### src/logic/board_pkg.sv
package board_pkg;

    //------------------------------------------------------------------
    // Screen and colour

    localparam int screen_width  = 800;
    localparam int screen_height = 480;

    localparam int w_x     = 10;  // Enough for 0 to 799
    localparam int w_y     = 9;   // Enough for 0 to 479

    localparam int w_red   = 5;
    localparam int w_green = 6;
    localparam int w_blue  = 5;

    //------------------------------------------------------------------
    // Lab inputs and outputs

    localparam int w_key = 4;
    localparam int w_sw  = 4;
    localparam int w_led = 6;

    //------------------------------------------------------------------
    // LCD timing in pixel clocks and lines

    localparam int h_front = 40;
    localparam int h_sync  = 48;
    localparam int h_back  = 88;

    localparam int v_front = 13;
    localparam int v_sync  = 3;
    localparam int v_back  = 29;

    localparam int h_total = screen_width  + h_front + h_sync + h_back;  // 976
    localparam int v_total = screen_height + v_front + v_sync + v_back;  // 525

    localparam int w_h_cnt = $clog2(h_total);
    localparam int w_v_cnt = $clog2(v_total);

    //------------------------------------------------------------------
    // Audio

    localparam int w_sound           = 16;
    localparam int slots_per_channel = 32;
    localparam int bclk_divide       = 4;   // Clocks per bclk half period

    localparam int w_slot     = $clog2(slots_per_channel);
    localparam int w_bclk_cnt = (bclk_divide > 1) ? $clog2(bclk_divide) : 1;

    localparam logic [15:0] tone_amplitude = 16'h2000;
    localparam int          tone_step      = 64;

    // Longest half period is eight switch units
    localparam int w_tone_cnt = $clog2(8 * tone_step);

endpackage

### src/logic/slow_clk_gen.sv
`timescale 1ns/10ps

module slow_clk_gen
    import board_pkg::*;
#(
    parameter int clk_mhz     = 27,
    parameter int slow_clk_hz = 1
)
(
    input  logic clk,
    input  logic rst,
    output logic slow_tick
);

    localparam int period = clk_mhz * 1000000 / slow_clk_hz;
    localparam int w_cnt  = (period > 1) ? $clog2(period) : 1;

    logic [w_cnt - 1:0] cnt;

    always_ff @(posedge clk)
    begin
        if (rst)
        begin
            cnt       <= '0;
            slow_tick <= 1'b0;
        end
        else if (cnt == w_cnt'(period - 1))
        begin
            cnt       <= '0;
            slow_tick <= 1'b1;  // One cycle strobe
        end
        else
        begin
            cnt       <= cnt + 1'b1;
            slow_tick <= 1'b0;
        end
    end

endmodule

### src/logic/lcd_800_480.sv
`timescale 1ns/10ps

module lcd_800_480
    import board_pkg::*;
(
    input  logic             clk,
    input  logic             rst,
    output logic             lcd_de,
    output logic             lcd_hs,
    output logic             lcd_vs,
    output logic [w_x - 1:0] x,
    output logic [w_y - 1:0] y
);

    // Counters hold the position that goes out on the next clock
    logic [w_h_cnt - 1:0] h_cnt;
    logic [w_v_cnt - 1:0] v_cnt;

    logic h_active;
    logic v_active;
    logic h_sync_zone;
    logic v_sync_zone;
    logic h_last;
    logic v_last;

    assign h_active = h_cnt < w_h_cnt'(screen_width);
    assign v_active = v_cnt < w_v_cnt'(screen_height);

    assign h_sync_zone = (h_cnt >= w_h_cnt'(screen_width + h_front))
                      && (h_cnt <  w_h_cnt'(screen_width + h_front + h_sync));

    assign v_sync_zone = (v_cnt >= w_v_cnt'(screen_height + v_front))
                      && (v_cnt <  w_v_cnt'(screen_height + v_front + v_sync));

    assign h_last = h_cnt == w_h_cnt'(h_total - 1);
    assign v_last = v_cnt == w_v_cnt'(v_total - 1);

    //------------------------------------------------------------------
    // Registered panel outputs

    always_ff @(posedge clk)
    begin
        if (rst)
        begin
            lcd_de <= 1'b0;
            lcd_hs <= 1'b1;
            lcd_vs <= 1'b1;
            x      <= '0;
            y      <= '0;
        end
        else
        begin
            lcd_de <= h_active & v_active;
            lcd_hs <= ~h_sync_zone;       // Active low
            lcd_vs <= ~v_sync_zone;
            x      <= w_x'(h_cnt);
            y      <= w_y'(v_cnt);
        end
    end

    //------------------------------------------------------------------
    // Free-running position counters

    always_ff @(posedge clk)
    begin
        if (rst)
        begin
            h_cnt <= '0;
            v_cnt <= '0;
        end
        else if (h_last)
        begin
            h_cnt <= '0;
            v_cnt <= v_last ? '0 : v_cnt + 1'b1;
        end
        else
        begin
            h_cnt <= h_cnt + 1'b1;
        end
    end

endmodule

### src/logic/lab_top.sv
`timescale 1ns/10ps

module lab_top
    import board_pkg::*;
(
    input  logic                 clk,
    input  logic                 rst,
    input  logic                 slow_tick,

    input  logic [w_key   - 1:0] key,
    input  logic [w_sw    - 1:0] sw,

    input  logic [w_x     - 1:0] x,
    input  logic [w_y     - 1:0] y,

    output logic [w_led   - 1:0] led,

    output logic [w_red   - 1:0] red,
    output logic [w_green - 1:0] green,
    output logic [w_blue  - 1:0] blue,

    output logic [w_sound - 1:0] sound
);

    //------------------------------------------------------------------
    // Up/down counter on the LEDs

    logic [w_led - 1:0] led_cnt;

    always_ff @(posedge clk)
    begin
        if (rst)
            led_cnt <= '0;
        else if (key[0])
            led_cnt <= '0;              // Held key clears the count
        else if (slow_tick)
        begin
            if (sw[0])
                led_cnt <= led_cnt - 1'b1;
            else
                led_cnt <= led_cnt + 1'b1;
        end
    end

    assign led = led_cnt;

    //------------------------------------------------------------------
    // Colour pattern

    // Coarse gradients from the upper coordinate bits
    assign red   = x[w_x - 1 -: w_red];
    assign green = y[w_y - 1 -: w_green];
    assign blue  = key[1] ? '1 : '0;

    //------------------------------------------------------------------
    // Square tone

    logic [w_tone_cnt - 1:0] tone_cnt;
    logic [w_tone_cnt - 1:0] tone_limit;
    logic                    tone_neg;

    // Half period is (sw[3:1] + 1) steps
    assign tone_limit = w_tone_cnt'((int'(sw[3:1]) + 1) * tone_step - 1);

    always_ff @(posedge clk)
    begin
        if (rst)
        begin
            tone_cnt <= '0;
            tone_neg <= 1'b0;
        end
        else if (tone_cnt >= tone_limit)  // Also catches a lowered limit
        begin
            tone_cnt <= '0;
            tone_neg <= ~tone_neg;
        end
        else
        begin
            tone_cnt <= tone_cnt + 1'b1;
        end
    end

    assign sound = tone_neg ? w_sound'(0) - tone_amplitude : tone_amplitude;

endmodule

### src/logic/i2s_audio_out.sv
`timescale 1ns/10ps

module i2s_audio_out
    import board_pkg::*;
#(
    parameter bit align_right         = 1'b0,
    parameter bit offset_by_one_cycle = 1'b0
)
(
    input  logic                 clk,
    input  logic                 rst,
    input  logic [w_sound - 1:0] data_in,
    output logic                 mclk,
    output logic                 bclk,
    output logic                 lrclk,
    output logic                 sdata
);

    // Slot that carries the MSB inside each half-frame
    localparam int first_slot = align_right ? slots_per_channel - w_sound
                                            : (offset_by_one_cycle ? 1 : 0);

    logic [w_bclk_cnt - 1:0] div_cnt;
    logic [w_slot     - 1:0] slot;
    logic [w_slot     - 1:0] next_slot;
    logic [w_sound    - 1:0] shift;
    logic [w_sound    - 1:0] word;

    logic bclk_toggle;
    logic bclk_fall;
    logic frame_start;
    logic in_window;

    //------------------------------------------------------------------
    // Master and bit clocks

    always_ff @(posedge clk)
    begin
        if (rst)
            mclk <= 1'b0;
        else
            mclk <= ~mclk;              // clk / 2
    end

    assign bclk_toggle = div_cnt == w_bclk_cnt'(bclk_divide - 1);
    assign bclk_fall   = bclk_toggle & bclk;

    always_ff @(posedge clk)
    begin
        if (rst)
        begin
            div_cnt <= '0;
            bclk    <= 1'b0;
        end
        else if (bclk_toggle)
        begin
            div_cnt <= '0;
            bclk    <= ~bclk;
        end
        else
        begin
            div_cnt <= div_cnt + 1'b1;
        end
    end

    //------------------------------------------------------------------
    // Slots, word select and serial data

    assign next_slot = (slot == w_slot'(slots_per_channel - 1)) ? '0 : slot + 1'b1;
    assign frame_start = next_slot == '0;

    assign in_window = (int'(next_slot) >= first_slot)
                    && (int'(next_slot) <  first_slot + w_sound);

    // New sample is taken at the word select edge
    assign word = frame_start ? data_in : shift;

    always_ff @(posedge clk)
    begin
        if (rst)
        begin
            slot  <= '0;
            lrclk <= 1'b0;
            sdata <= 1'b0;
            shift <= '0;
        end
        else if (bclk_fall)               // Everything moves on the falling bclk edge
        begin
            slot <= next_slot;

            if (frame_start)
                lrclk <= ~lrclk;

            if (in_window)
            begin
                sdata <= word[w_sound - 1];             // MSB first
                shift <= {word[w_sound - 2:0], 1'b0};
            end
            else
            begin
                sdata <= 1'b0;                          // Unused slots
                shift <= word;
            end
        end
    end

endmodule

### src/logic/board_specific_top.sv
`timescale 1ns/10ps

module board_specific_top
    import board_pkg::*;
#(
    parameter int clk_mhz     = 27,
    parameter int slow_clk_hz = 1
)
(
    input  logic                 clk,
    input  logic                 rst,

    input  logic [w_key   - 1:0] key_n,
    input  logic [w_sw    - 1:0] sw_n,

    output logic [w_led   - 1:0] led_n,

    output logic                 lcd_de,
    output logic                 lcd_vs,
    output logic                 lcd_hs,
    output logic                 lcd_bl,

    output logic [w_red   - 1:0] lcd_r,
    output logic [w_green - 1:0] lcd_g,
    output logic [w_blue  - 1:0] lcd_b,

    output logic                 pa_en,
    output logic                 hp_din,
    output logic                 hp_ws,
    output logic                 hp_bck,

    output logic                 sck,
    output logic                 bck,
    output logic                 lrck,
    output logic                 din
);

    logic [w_key   - 1:0] key;
    logic [w_sw    - 1:0] sw;
    logic [w_led   - 1:0] led;
    logic [w_x     - 1:0] x;
    logic [w_y     - 1:0] y;
    logic [w_sound - 1:0] sound;
    logic                 slow_tick;

    //------------------------------------------------------------------
    // Board pin polarity

    assign key    = ~key_n;               // Keys and switches are active low
    assign sw     = ~sw_n;
    assign led_n  = ~led;

    assign lcd_bl = ~rst;
    assign pa_en  = 1'b1;                 // PT8211 amplifier always on

    //------------------------------------------------------------------

    slow_clk_gen #(
        .clk_mhz     ( clk_mhz     ),
        .slow_clk_hz ( slow_clk_hz )
    ) i_slow_clk_gen (
        .clk       ( clk       ),
        .rst       ( rst       ),
        .slow_tick ( slow_tick )
    );

    lcd_800_480 i_lcd (
        .clk    ( clk    ),
        .rst    ( rst    ),
        .lcd_de ( lcd_de ),
        .lcd_hs ( lcd_hs ),
        .lcd_vs ( lcd_vs ),
        .x      ( x      ),
        .y      ( y      )
    );

    lab_top i_lab_top (
        .clk       ( clk       ),
        .rst       ( rst       ),
        .slow_tick ( slow_tick ),
        .key       ( key       ),
        .sw        ( sw        ),
        .x         ( x         ),
        .y         ( y         ),
        .led       ( led       ),
        .red       ( lcd_r     ),
        .green     ( lcd_g     ),
        .blue      ( lcd_b     ),
        .sound     ( sound     )
    );

    //------------------------------------------------------------------
    // Audio outputs

    // On-board PT8211 wants the LSB at the end of the half-frame
    i2s_audio_out #(
        .align_right         ( 1'b1 ),
        .offset_by_one_cycle ( 1'b0 )
    ) i_hp_audio_out (
        .clk     ( clk    ),
        .rst     ( rst    ),
        .data_in ( sound  ),
        .mclk    (        ),          // PT8211 has no master clock
        .bclk    ( hp_bck ),
        .lrclk   ( hp_ws  ),
        .sdata   ( hp_din )
    );

    // External PCM5102A in standard I2S form
    i2s_audio_out #(
        .align_right         ( 1'b0 ),
        .offset_by_one_cycle ( 1'b1 )
    ) i_ext_audio_out (
        .clk     ( clk   ),
        .rst     ( rst   ),
        .data_in ( sound ),
        .mclk    ( sck   ),
        .bclk    ( bck   ),
        .lrclk   ( lrck  ),
        .sdata   ( din   )
    );

endmodule

### config.mk
export PLATFORM = sky130hd
export DESIGN_NAME = board_specific_top
export DESIGN_NICKNAME = d
export VERILOG_FILES = /design/src/logic/board_pkg.sv /design/src/logic/slow_clk_gen.sv /design/src/logic/lcd_800_480.sv /design/src/logic/lab_top.sv /design/src/logic/i2s_audio_out.sv /design/src/logic/board_specific_top.sv
export SDC_FILE = /design/constraint.sdc
export NUM_CORES = 1
export LEC_CHECK = 0
export ABC_AREA = 1
export BUFFER_PORTS_ARGS = -buffer_cell sky130_fd_sc_hd__buf_2
export CELL_PAD_IN_SITES_DETAIL_PLACEMENT = 1
export CELL_PAD_IN_SITES_GLOBAL_PLACEMENT = 2
export CORE_AREA = 2 2 144 146
export DETAILED_ROUTE_END_ITERATION = 16
export DIE_AREA = 0 0 146 148
export HOLD_SLACK_MARGIN = 0.03
export PLACE_DENSITY = 0.81
export SYNTH_ARGS = -nofsm -noshare
export SYNTH_HDL_FRONTEND = slang
export SYNTH_SLANG_ARGS = --single-unit
### constraint.sdc
create_clock -name clk -period 2.5 [get_ports clk]
set_clock_uncertainty 0.1 [all_clocks]
set_input_delay 0.25 -clock clk [delete_from_list [all_inputs] [get_ports clk]]
set_output_delay 0.25 -clock clk [all_outputs]
set_load 0.02 [all_outputs]
; After elaboration in Yosys (flattened, before gate mapping)
; Cells that the tools add are included.
[word_totals]
output_inout_bits = 34
ff_bits = 137
[op_classes]
order_cmp = 10
addsub = 12
reduce_logical = 13
bitwise = 15
muxes = 13
eq_ne = 7
[ops]
columns = operator, n
row1 = two-way mux 16 bit, 5
row2 = "adder 25 x 1 -> 25 bit, second input constant", 1
row3 = "equality test 25 bit, second input constant", 1
row4 = "adder 10 x 1 -> 10 bit, second input constant", 2
row5 = "equality test 10 bit, second input constant", 2
row6 = "< comparator 10 bit, second input constant", 2
row7 = "< comparator 10 x 9 -> 1 bit, second input constant", 2
row8 = two-way mux 5 bit, 3
row9 = OR reduction 2 bit, 6
row10 = "adder 5 x 1 -> 5 bit, second input constant", 2
row11 = "equality test 5 bit, second input constant", 2
row12 = ">= comparator 10 bit, second input constant", 1
row13 = ">= comparator 10 x 9 -> 1 bit, second input constant", 1
row14 = zero test 5 bit, 2
row15 = two-way mux 10 bit, 1
row16 = "adder 9 x 1 -> 9 bit, second input constant", 1
row17 = >= comparator 9 bit, 1
row18 = NOT 1 bit, 9
row19 = "subtractor 9 x 2 -> 9 bit, second input constant", 1
row20 = "adder 6 x 1 -> 6 bit, second input constant", 1
row21 = two-way mux 6 bit, 1
row22 = NOT 6 bit, 1
row23 = "subtractor 6 x 1 -> 6 bit, second input constant", 1
row24 = ">= comparator 5 x 1 -> 1 bit, second input constant", 1
row25 = other kinds (11), 20

; Logic depth before layout (Yosys ltp)
; Gate-level depths: netlist of run 1.
[logic_depth]
ltp_word = 5
mapped_depth = 15
mapped_depth_nobuf = 15

; Hierarchy
; A second synthesis of run 1 with hierarchy kept.
[unflattened]
cells_unflattened = 1078
area_unflattened_um2 = 7538.5
[by_module_without_submodules]
columns = module, instances, cells_per_inst, area_per_inst_um2, seq_area_each_um2
row1 = lcd_800_480, 1, 225, 1724.2, 840.8
row2 = i2s_audio_out (i_hp_audio_out), 1, 221, 1551.5, 540.5
row3 = i2s_audio_out (i_ext_audio_out), 1, 231, 1506.4, 540.5
row4 = slow_clk_gen, 1, 219, 1423.9, 520.5
row5 = lab_top, 1, 165, 1265.0, 320.3
row6 = board_specific_top, 1, 17, 67.6, 0.0

; Least setup slack after synthesis of run 1
; No wires, ideal clock.
[synth_path]
path_kind = flip-flop to flip-flop
start = register i_ext_audio_out.slot[0]
end = register i_ext_audio_out.shift[4]
path_slack_ns = 0.499
setup_ns = 0.132
t_arrival_ns = 1.769
path_buffers = 1
path_stages_with_launch = 13
period_less_slack_ns = 2.001
required_time_ns = 2.268
path_cell_list = dfxtp_1 -> ha_1 -> nand2_2 -> nor2_1 -> ha_1 -> inv_1 -> nand2_1 -> nand2_1 -> nor2_4 -> nand3_2 -> buf_2 -> a21oi_1 -> nor3_2
[synth_via]
elab_chain_cells = 5
elab_cells_between_ends = 9
classes_between = add/sub (1) / order compare (2) / eq/ne (1) / mux (3) / reduce/logical (2)
[synth_rtl]
columns = element, line_no
row1 = start: declaration, i2s_audio_out.sv:24  ; logic [w_slot - 1:0] slot;
row2 = start signal: assignment, i2s_audio_out.sv:89  ; slot <= next_slot;
row3 = adder 5 x 1 -> 5 bit / equality test 5 bit (equally long branches), i2s_audio_out.sv:69  ; assign next_slot = (slot == w_slot'(slots_per_channel - 1)) ? '0 : slot + 1'b1;
row4 = two-way mux 5 bit (*), i2s_audio_out.sv:69
row5 = ">= comparator 5 x 1 -> 1 bit, or another cell as far along", i2s_audio_out.sv:72  ; assign in_window = (int'(next_slot) >= first_slot)
row6 = logical AND 1 bit / two-way mux 16 bit (equally long branches), "i2s_audio_out.sv:73, i2s_audio_out.sv:76"
row7 = two-way mux 16 bit (*), i2s_audio_out.sv:94  ; if (in_window)
row8 = end signal: assignment, i2s_audio_out.sv:97  ; shift <= {word[w_sound - 2:0], 1'b0};
row9 = end signal: assignment, i2s_audio_out.sv:102  ; shift <= word;
row10 = end: declaration, i2s_audio_out.sv:26  ; logic [w_sound - 1:0] shift;
; Mark *: on every way between the ends. The rest lies on a longest branch, timed or not.
; A chain may end at the register's enable or synchronous reset.

; Worst setup path in the final report of run 1
[layout_path]
start = register i_hp_audio_out.slot[0]
end = register i_hp_audio_out.shift[8]
[layout_via]
elab_chain_cells = 5
elab_cells_between_ends = 7
classes_between = add/sub (1) / order compare (1) / eq/ne (1) / mux (3) / reduce/logical (1)
[layout_rtl]
columns = element, line_no
row1 = start: declaration, i2s_audio_out.sv:24
row2 = start signal: assignment, i2s_audio_out.sv:89
row3 = adder 5 x 1 -> 5 bit / equality test 5 bit (equally long branches), i2s_audio_out.sv:69
row4 = two-way mux 5 bit (*), i2s_audio_out.sv:69
row5 = named net i_hp_audio_out.next_slot[4], i2s_audio_out.sv:25  ; logic [w_slot - 1:0] next_slot;
row6 = branches (longest 2 deep; another with >= comparator 5 bit), --
row7 = two-way mux 16 bit (*), i2s_audio_out.sv:94
row8 = end signal: assignment, i2s_audio_out.sv:97
row9 = end signal: assignment, i2s_audio_out.sv:102
row10 = end: declaration, i2s_audio_out.sv:26
; Mark *: on every way through the listed nets, which the timed path passes.

==> out/summary.txt, run 1 <==
=================================================================================
Final weighted congestion of routability-driven global placement            0.734
Share of cells above drive strength 1                                       0.128
Synth top area share                                                        0.435
Per-instance average area after synthesis                               7.49 um^2
Post-route clock period utilization                                         0.912
Number of storage elements in the synthesis netlist                           129
Sort of element at the end of the critical path                              flop
Peak clock frequency supported by timing                                  438 MHz
Leakage power                                                          0.00285 uW
Post-Syn Area                                                           5940 um^2
Post-detailed-route count of antenna-violating nets                             0
I/O Pins                                                                       44
Maximum number of pins on one net before global-route repair                   37
Total placed cells including tap cells                                       1088
Setup TNS                                                                    0 ns
Worst endpoint data arrival time                                          2.47 ns
Number of gates resized after cts                                               0
Final global-route overflow total                                               0
Reg2reg setup slack                                                       0.22 ns
Total clock buffers created by CTS                                             17
Number of warnings issued by yosys                                              0
Inserted Diodes                                                                 0
Total GRT Usage                                                             0.134
Total of hold buffers inserted after clock tree synthesis                       0
Initial DRT Pass Iterations                                                     4
Outcome                                                              finished clean
Peak ir drop on the vdd network                                        0.000494 V
Maximum fanout count along the critical path                                   10
Max-cap violations                                                              0
Post-CTS Repair Setup Buffers                                                   0
Setup repair after global routing missed its margin                            no
Via count of the first global-routing pass                                   5173
Syn-to-layout area delta                                                    17.6%
Clock Tree Buf Depth                                                            2
Required time of the worst setup path                                     2.69 ns
IO Port Bufs                                                                   40
Cell Count, Final, Fillers Out                                               1119
Netlist cell types                                                             41
Total Power                                                               4680 uW
DRC viols                                                                       0
CP startpoint kind                                                           flop
Chip height                                                                148 um
Global-route wire length before repair                                   23800 um
Half-perimeter wire length after detailed placement                       9790 um
Root cell of the clock tree                                          sky130_fd_sc_hd__clkbuf_16
Cell area power density                                               670 nW/um^2
Clock sink count                                                              129
DR vias                                                                      5036
Effective utilization at floorplan                                          0.296
Worst-path clk slew                                                       0.06 ns
Final setup violating endpoints                                                 0
Crit Path Class                                                           reg2reg
CTS HTree Levels                                                                4
Setup WS post-layout                                                     0.219 ns
Least-Margin Pin Slew                                                    0.531 ns
Time the final worst path needs with I/O delays and setup                 2.28 ns
Kind of path behind the tightest hold check                                in2reg
Leading post-synthesis cells by cell area                            sky130_fd_sc_hd__dfxtp_1 (44%), sky130_fd_sc_hd__nand2_1 (10%), sky130_fd_sc_hd__nor2_1 (6.7%)
Skew-Pair Late Insertion Delay                                            0.42 ns
Via-per-instance ratio                                                       4.50
Clock tree from TritonCTS                                                     yes
Post-Syn Instances                                                            792
Wire length reported by the detailed router                              13700 um
DR iter-0 viols                                                               162
Part of the Yosys area used for sequential elements                         0.435
Count of final hold-check violations                                            0
Place WS                                                                 0.229 ns
Number of nets in the finished design                                         870
Antenna violations before repair                                                0
Wirelength per Cell                                                       12.2 um
Core Region                                                            20000 um^2
Width of the chip                                                          146 um
Library cell occupying the most area in the post-synthesis netlist   sky130_fd_sc_hd__dfxtp_1
Fin. max-slew vios                                                              0
Full die area                                                          21600 um^2
Number of placement rows                                                       52
Max_slew headroom                                                           0.644
Syn Nets                                                                      825
=================================================================================
per-stage QoR:
stage | area, um^2 | hold slack (ns) | utilization
floorplan | 5940 | 0.304 | -
global placement | 6400 | 0.291 | 0.319
detailed placement | 6400 | 0.294 | 0.319
CTS | 6980 | 0.103 | 0.348
global route | 6980 | 0.130 | 0.348
finish | 6980 | 0.125 | 0.348
cell usage after synthesis, drive strengths merged:
cell type,instances
o21ai,19
o22ai,3
nand3b,5
inv,101
nor3,23
xor2,19
dfxtp,129
a211oi,1
o31ai,2
nand4,17
or2,6
xnor2,7
nor2,111
a22oi,4
o2111ai,2
nand3,54
ha,22
clkinv,2
conb,1
nor4,4
fa,1
buf,16
a22o,1
a31oi,4
nor3b,5
nand2,170
clkbuf,6
a21oi,57
worst paths after layout:
path | startpoint | to | depth (start not counted)
worst max-delay path | i_hp_audio_out.slot[0]$_SDFFE_PP0P_ | i_hp_audio_out.shift[8]$_SDFFE_PP0P_ | 12
worst min register to register | i_ext_audio_out.mclk$_SDFF_PP0_ | i_ext_audio_out.mclk$_SDFF_PP0_ | 1
worst max register to register | i_hp_audio_out.slot[0]$_SDFFE_PP0P_ | i_hp_audio_out.shift[8]$_SDFFE_PP0P_ | 12
worst min-delay path | key_n[0] | i_lab_top.led[5]$_SDFFE_PP0P_ | 3
cells in the final DEF, fill, tap and decap left out, drive strengths merged, types with 22 or more instances in the layout:
cell    instances
a21oi          57
buf            48
nand2         170
nand3          54
dfxtp         129
inv           101
ha             22
nor3           23
nor2          111
clkbuf         23
cells by family after synthesis:
| kind of cell | after synthesis | share of synthesized area |
|---|---|---|
| and+or+nand+nor | 395 | 0.301 |
| AOI/OAI and AO/OA | 93 | 0.0868 |
| xor gates and xnor gates | 26 | 0.0384 |
| DFF | 129 | 0.435 |
| other | 1 | 0.000632 |
| buffers and inverters | 125 | 0.0881 |
| adders and majority gates | 23 | 0.0497 |
layout make-up:
cell class	instances	area, um^2
clock buffer	23	508
timing repair buffer	48	260
inverter	103	387
sequential	129	2580
clock inverter	8	77.6
fill	2506	13100
multi-input combinational	538	2830
tap	270	338
power breakdown:
part	leakage (uW)	switching (uW)	total (uW)	internal, uW
clock	0.000275	913	2430	1520
combinational	0.00154	96.7	147	50.2
sequential	0.00104	16.3	2100	2080
total	0.00285	1030	4680	3650
registers in the layout (all words and copies together) (netlist names), 5 cells and up:
| register | flops |
|---|---|
| i_slow_clk_gen.cnt | 25 |
| i_lab_top.led | 6 |
| i_lcd.h_cnt | 10 |
| i_ext_audio_out.shift | 16 |
| i_ext_audio_out.slot | 5 |
| i_hp_audio_out.shift | 16 |
| i_lcd.x | 5 |
| i_lab_top.tone_cnt | 9 |
| i_lcd.y | 6 |
| i_lcd.v_cnt | 10 |
| i_hp_audio_out.slot | 5 |
metal layers:
metal / up-vias / GRT usage / share of wire
li1: 2626 / - / -
met1: 2345 / 0.161 / 0.48
met2: 46 / 0.233 / 0.48
met3: 19 / 0.0284 / 0.022
met4: 0 / 0.0553 / 0.017
met5: - / 0 / 0
critical path, cell delays in order (launching register included):
cell	delay, ns
sky130_fd_sc_hd__dfxtp_1	0.40
sky130_fd_sc_hd__ha_1	0.22
sky130_fd_sc_hd__nand2_1	0.08
sky130_fd_sc_hd__nor2_1	0.10
sky130_fd_sc_hd__ha_1	0.25
sky130_fd_sc_hd__inv_1	0.11
sky130_fd_sc_hd__nand2_1	0.06
sky130_fd_sc_hd__nor2_1	0.16
sky130_fd_sc_hd__nand2_1	0.21
sky130_fd_sc_hd__a21oi_1	0.21
sky130_fd_sc_hd__inv_2	0.11
sky130_fd_sc_hd__nand2_1	0.07
sky130_fd_sc_hd__a21oi_1	0.06
(Power assumes the default switching activity.)
==> run 2: changes to the inputs <==
- RECOVER_POWER: unset -> 50
==> run 2 against run 1 <==
  * Via count hardly changed
  * Utilization down 0.31 points
  * First-iteration DRC count fell by 13%
  * Final area shrank 0.88%
  * Combinational power fell by 3%
  * Final cell count unchanged
  * Setup slack about the same
  * Maximum frequency is essentially flat
  * Flip-flop and latch count did not move
  * Global-route usage unchanged
  * Power fell by 0.12%
  * Routed wire length about the same
  * Critical endpoint unchanged
  * Largest cell class unchanged
  * Highest routed layer unchanged
==> out/summary.txt, run 2 (synthesis gave the netlist of run 1 again) <==
=====================================================================================
Number of nets in the finished design                                             870   unchanged
Max-cap violations                                                                  0   unchanged
CTS HTree Levels                                                                    4   unchanged
Clock Tree Buf Depth                                                                2   unchanged
CP startpoint kind                                                               flop
Beginning of the worst register-to-register path                         i_hp_audio_out.slot[0]$_SDFFE_PP0P_
Leakage power                                                              0.00273 uW   -4.2%
Half-perimeter wire length after detailed placement                           9790 um   unchanged
Setup repair after global routing missed its margin                                no
Inserted Diodes                                                                     0   unchanged
Clock tree from TritonCTS                                                         yes
Reg2reg setup slack                                                           0.22 ns   about the same
Total of hold buffers inserted after clock tree synthesis                           0   unchanged
Final weighted congestion of routability-driven global placement                0.734   unchanged
Setup WS post-layout                                                         0.219 ns   -0.000109 ns
Final global-route overflow total                                                   0   unchanged
Most frequent standard cell in the layout excluding fill and tap cells   sky130_fd_sc_hd__nand2_1
Final setup violating endpoints                                                     0   unchanged
Via count of the first global-routing pass                                       5173   unchanged
Full die area                                                              21600 um^2   unchanged
Width of the chip                                                              146 um   unchanged
Maximum fanout count along the critical path                                       10   unchanged
R2R Path End                                                             i_hp_audio_out.shift[8]$_SDFFE_PP0P_
Setup TNS                                                                        0 ns   unchanged
Share of cells above drive strength 1                                          0.0824   -0.0459
Required time of the worst setup path                                         2.69 ns   about the same
Worst endpoint data arrival time                                              2.47 ns   about the same
Syn-to-layout area delta                                                        16.6%
Cell Count, Final, Fillers Out                                                   1119   unchanged
Global-route wire length before repair                                       23800 um   unchanged
Place WS                                                                     0.229 ns   unchanged
Antenna violations before repair                                                    0   unchanged
Chip height                                                                    148 um   unchanged
Cell area power density                                                   675 nW/um^2   +0.76%
Wire length reported by the detailed router                                  13700 um   about the same
Top register by number of flip-flops                                     i_slow_clk_gen.cnt
Post-route clock period utilization                                             0.912   about the same
DR vias                                                                          5041   +0.099%
Least-Margin Pin Slew                                                        0.601 ns   +0.0694 ns
Kind of path behind the tightest hold check                                    in2reg
Root cell of the clock tree                                              sky130_fd_sc_hd__clkbuf_16
Capture endpoint of the worst hold path                                  i_lab_top.led[5]$_SDFFE_PP0P_
WHS Path Cells                                                                      3   unchanged
Wirelength per Cell                                                           12.2 um   about the same
Initial DRT Pass Iterations                                                         4   unchanged
Count of final hold-check violations                                                0   unchanged
GRT met1 Usage                                                                  0.161   unchanged
DRC viols                                                                           0   unchanged
Fin. max-slew vios                                                                  0   unchanged
Total GRT Usage                                                                 0.134   unchanged
Worst hold start                                                             key_n[0]
DR iter-0 viols                                                                   141   -13%
Crit Path Class                                                               reg2reg
Peak ir drop on the vdd network                                            0.000494 V   about the same
Global routing usage on met3                                                   0.0284   unchanged
Time the final worst path needs with I/O delays and setup                     2.28 ns   +0.000109 ns
Maximum number of pins on one net before global-route repair                       37   unchanged
IO Port Bufs                                                                       40   unchanged
I/O Pins                                                                           44   unchanged
Total clock buffers created by CTS                                                 17   unchanged
Worst-case reg-to-reg path depth                                                   12   unchanged
Peak clock frequency supported by timing                                      438 MHz   about the same
Most frequent cells in the layout                                        sky130_fd_sc_hd__nand2_1 (162), sky130_fd_sc_hd__dfxtp_1 (129), sky130_fd_sc_hd__nor2_1 (107), sky130_fd_sc_hd__inv_1 (98), sky130_fd_sc_hd__a21oi_1 (56)
Worst-path clk slew                                                           0.06 ns   about the same
Number of placement rows                                                           52   unchanged
Effective utilization at floorplan                                              0.296   unchanged
Core Region                                                                20000 um^2   unchanged
Post-detailed-route count of antenna-violating nets                                 0   unchanged
Post-CTS Repair Setup Buffers                                                       0   unchanged
Sort of element at the end of the critical path                                  flop
Total placed cells including tap cells                                           1088   unchanged
Outcome                                                                  finished clean
Max_slew headroom                                                               0.599   -0.0449
Clock sink count                                                                  129   unchanged
Via-per-instance ratio                                                           4.50   about the same
Leading registers by flop count                                          i_slow_clk_gen.cnt x25, i_ext_audio_out.shift x16, i_hp_audio_out.shift x16
Number of flip-flops under the largest register name                               25   unchanged
Skew-Pair Late Insertion Delay                                                0.42 ns   about the same
Met2 global-route usage                                                         0.233   unchanged
GRT Max-Usage Layer                                                              met2
=====================================================================================
run 2: worst max-delay path by stage:
stage	startpoint	end	slack [ns]	cells after the start
after floorplan	i_ext_audio_out.slot[0]$_SDFFE_PP0P_	i_ext_audio_out.shift[4]$_SDFFE_PP0P_	0.50	12
after global placement	i_hp_audio_out.slot[0]$_SDFFE_PP0P_	i_hp_audio_out.lrclk$_SDFFE_PP0P_	0.26	12
after detailed placement	i_hp_audio_out.slot[0]$_SDFFE_PP0P_	i_hp_audio_out.lrclk$_SDFFE_PP0P_	0.23	12
after CTS	i_ext_audio_out.slot[0]$_SDFFE_PP0P_	i_ext_audio_out.shift[4]$_SDFFE_PP0P_	0.21	13
after global routing	i_hp_audio_out.slot[0]$_SDFFE_PP0P_	i_hp_audio_out.shift[5]$_SDFFE_PP0P_	0.008	12
final	i_hp_audio_out.slot[0]$_SDFFE_PP0P_	i_hp_audio_out.shift[8]$_SDFFE_PP0P_	0.22	12
run 2: area by class of cell:
class	instances	area (um^2)
fill	2509	13100
multi-input combinational	538	2820
sequential	129	2580
clock buffer	23	508
inverter	103	387
tap	270	338
timing repair buffer	48	206
clock inverter	8	77.6
run 2: metrics by stage:
step	total power (uW)	instance area [um^2]	utilization	hold slack [ns]
4_1_cts	4750	6980	0.348	0.103
6_report	4670	6920	0.345	0.128
5_1_grt	4850	6920	0.345	0.130
2_1_floorplan	2260	5940	-	0.304
3_3_place_gp	2290	6400	0.319	0.291
3_5_place_dp	2300	6400	0.319	0.294
run 2: worst max-delay path: stages (launching register included):
cell	delay [ns]
sky130_fd_sc_hd__dfxtp_1	0.40
sky130_fd_sc_hd__ha_1	0.22
sky130_fd_sc_hd__nand2_1	0.08
sky130_fd_sc_hd__nor2_1	0.10
sky130_fd_sc_hd__ha_1	0.25
sky130_fd_sc_hd__inv_1	0.11
sky130_fd_sc_hd__nand2_1	0.06
sky130_fd_sc_hd__nor2_1	0.16
sky130_fd_sc_hd__nand2_1	0.21
sky130_fd_sc_hd__a21oi_1	0.21
sky130_fd_sc_hd__inv_2	0.11
sky130_fd_sc_hd__nand2_1	0.07
sky130_fd_sc_hd__a21oi_1	0.06
run 2: per-layer routing:
metal | share of wire | wire length [um] | vias to the layer above
li1 | - | - | 2624
met1 | 0.48 | 6590 | 2352
met2 | 0.48 | 6560 | 46
met3 | 0.021 | 290 | 19
met4 | 0.017 | 231 | 0
met5 | 0 | 0 | -
run 2: timing repair:
item	in CTS	in global routing
resized for setup	0	1
setup endpoints to repair	0	1
endpoints found under the hold margin	0	0
run 2: where the power goes:
part | internal [uW] | switching [uW] | leakage [uW] | total [uW]
clock | 1520 | 912 | 0.000275 | 2430
sequential | 2080 | 16.4 | 0.00104 | 2100
combinational | 45.7 | 96.7 | 0.00142 | 142
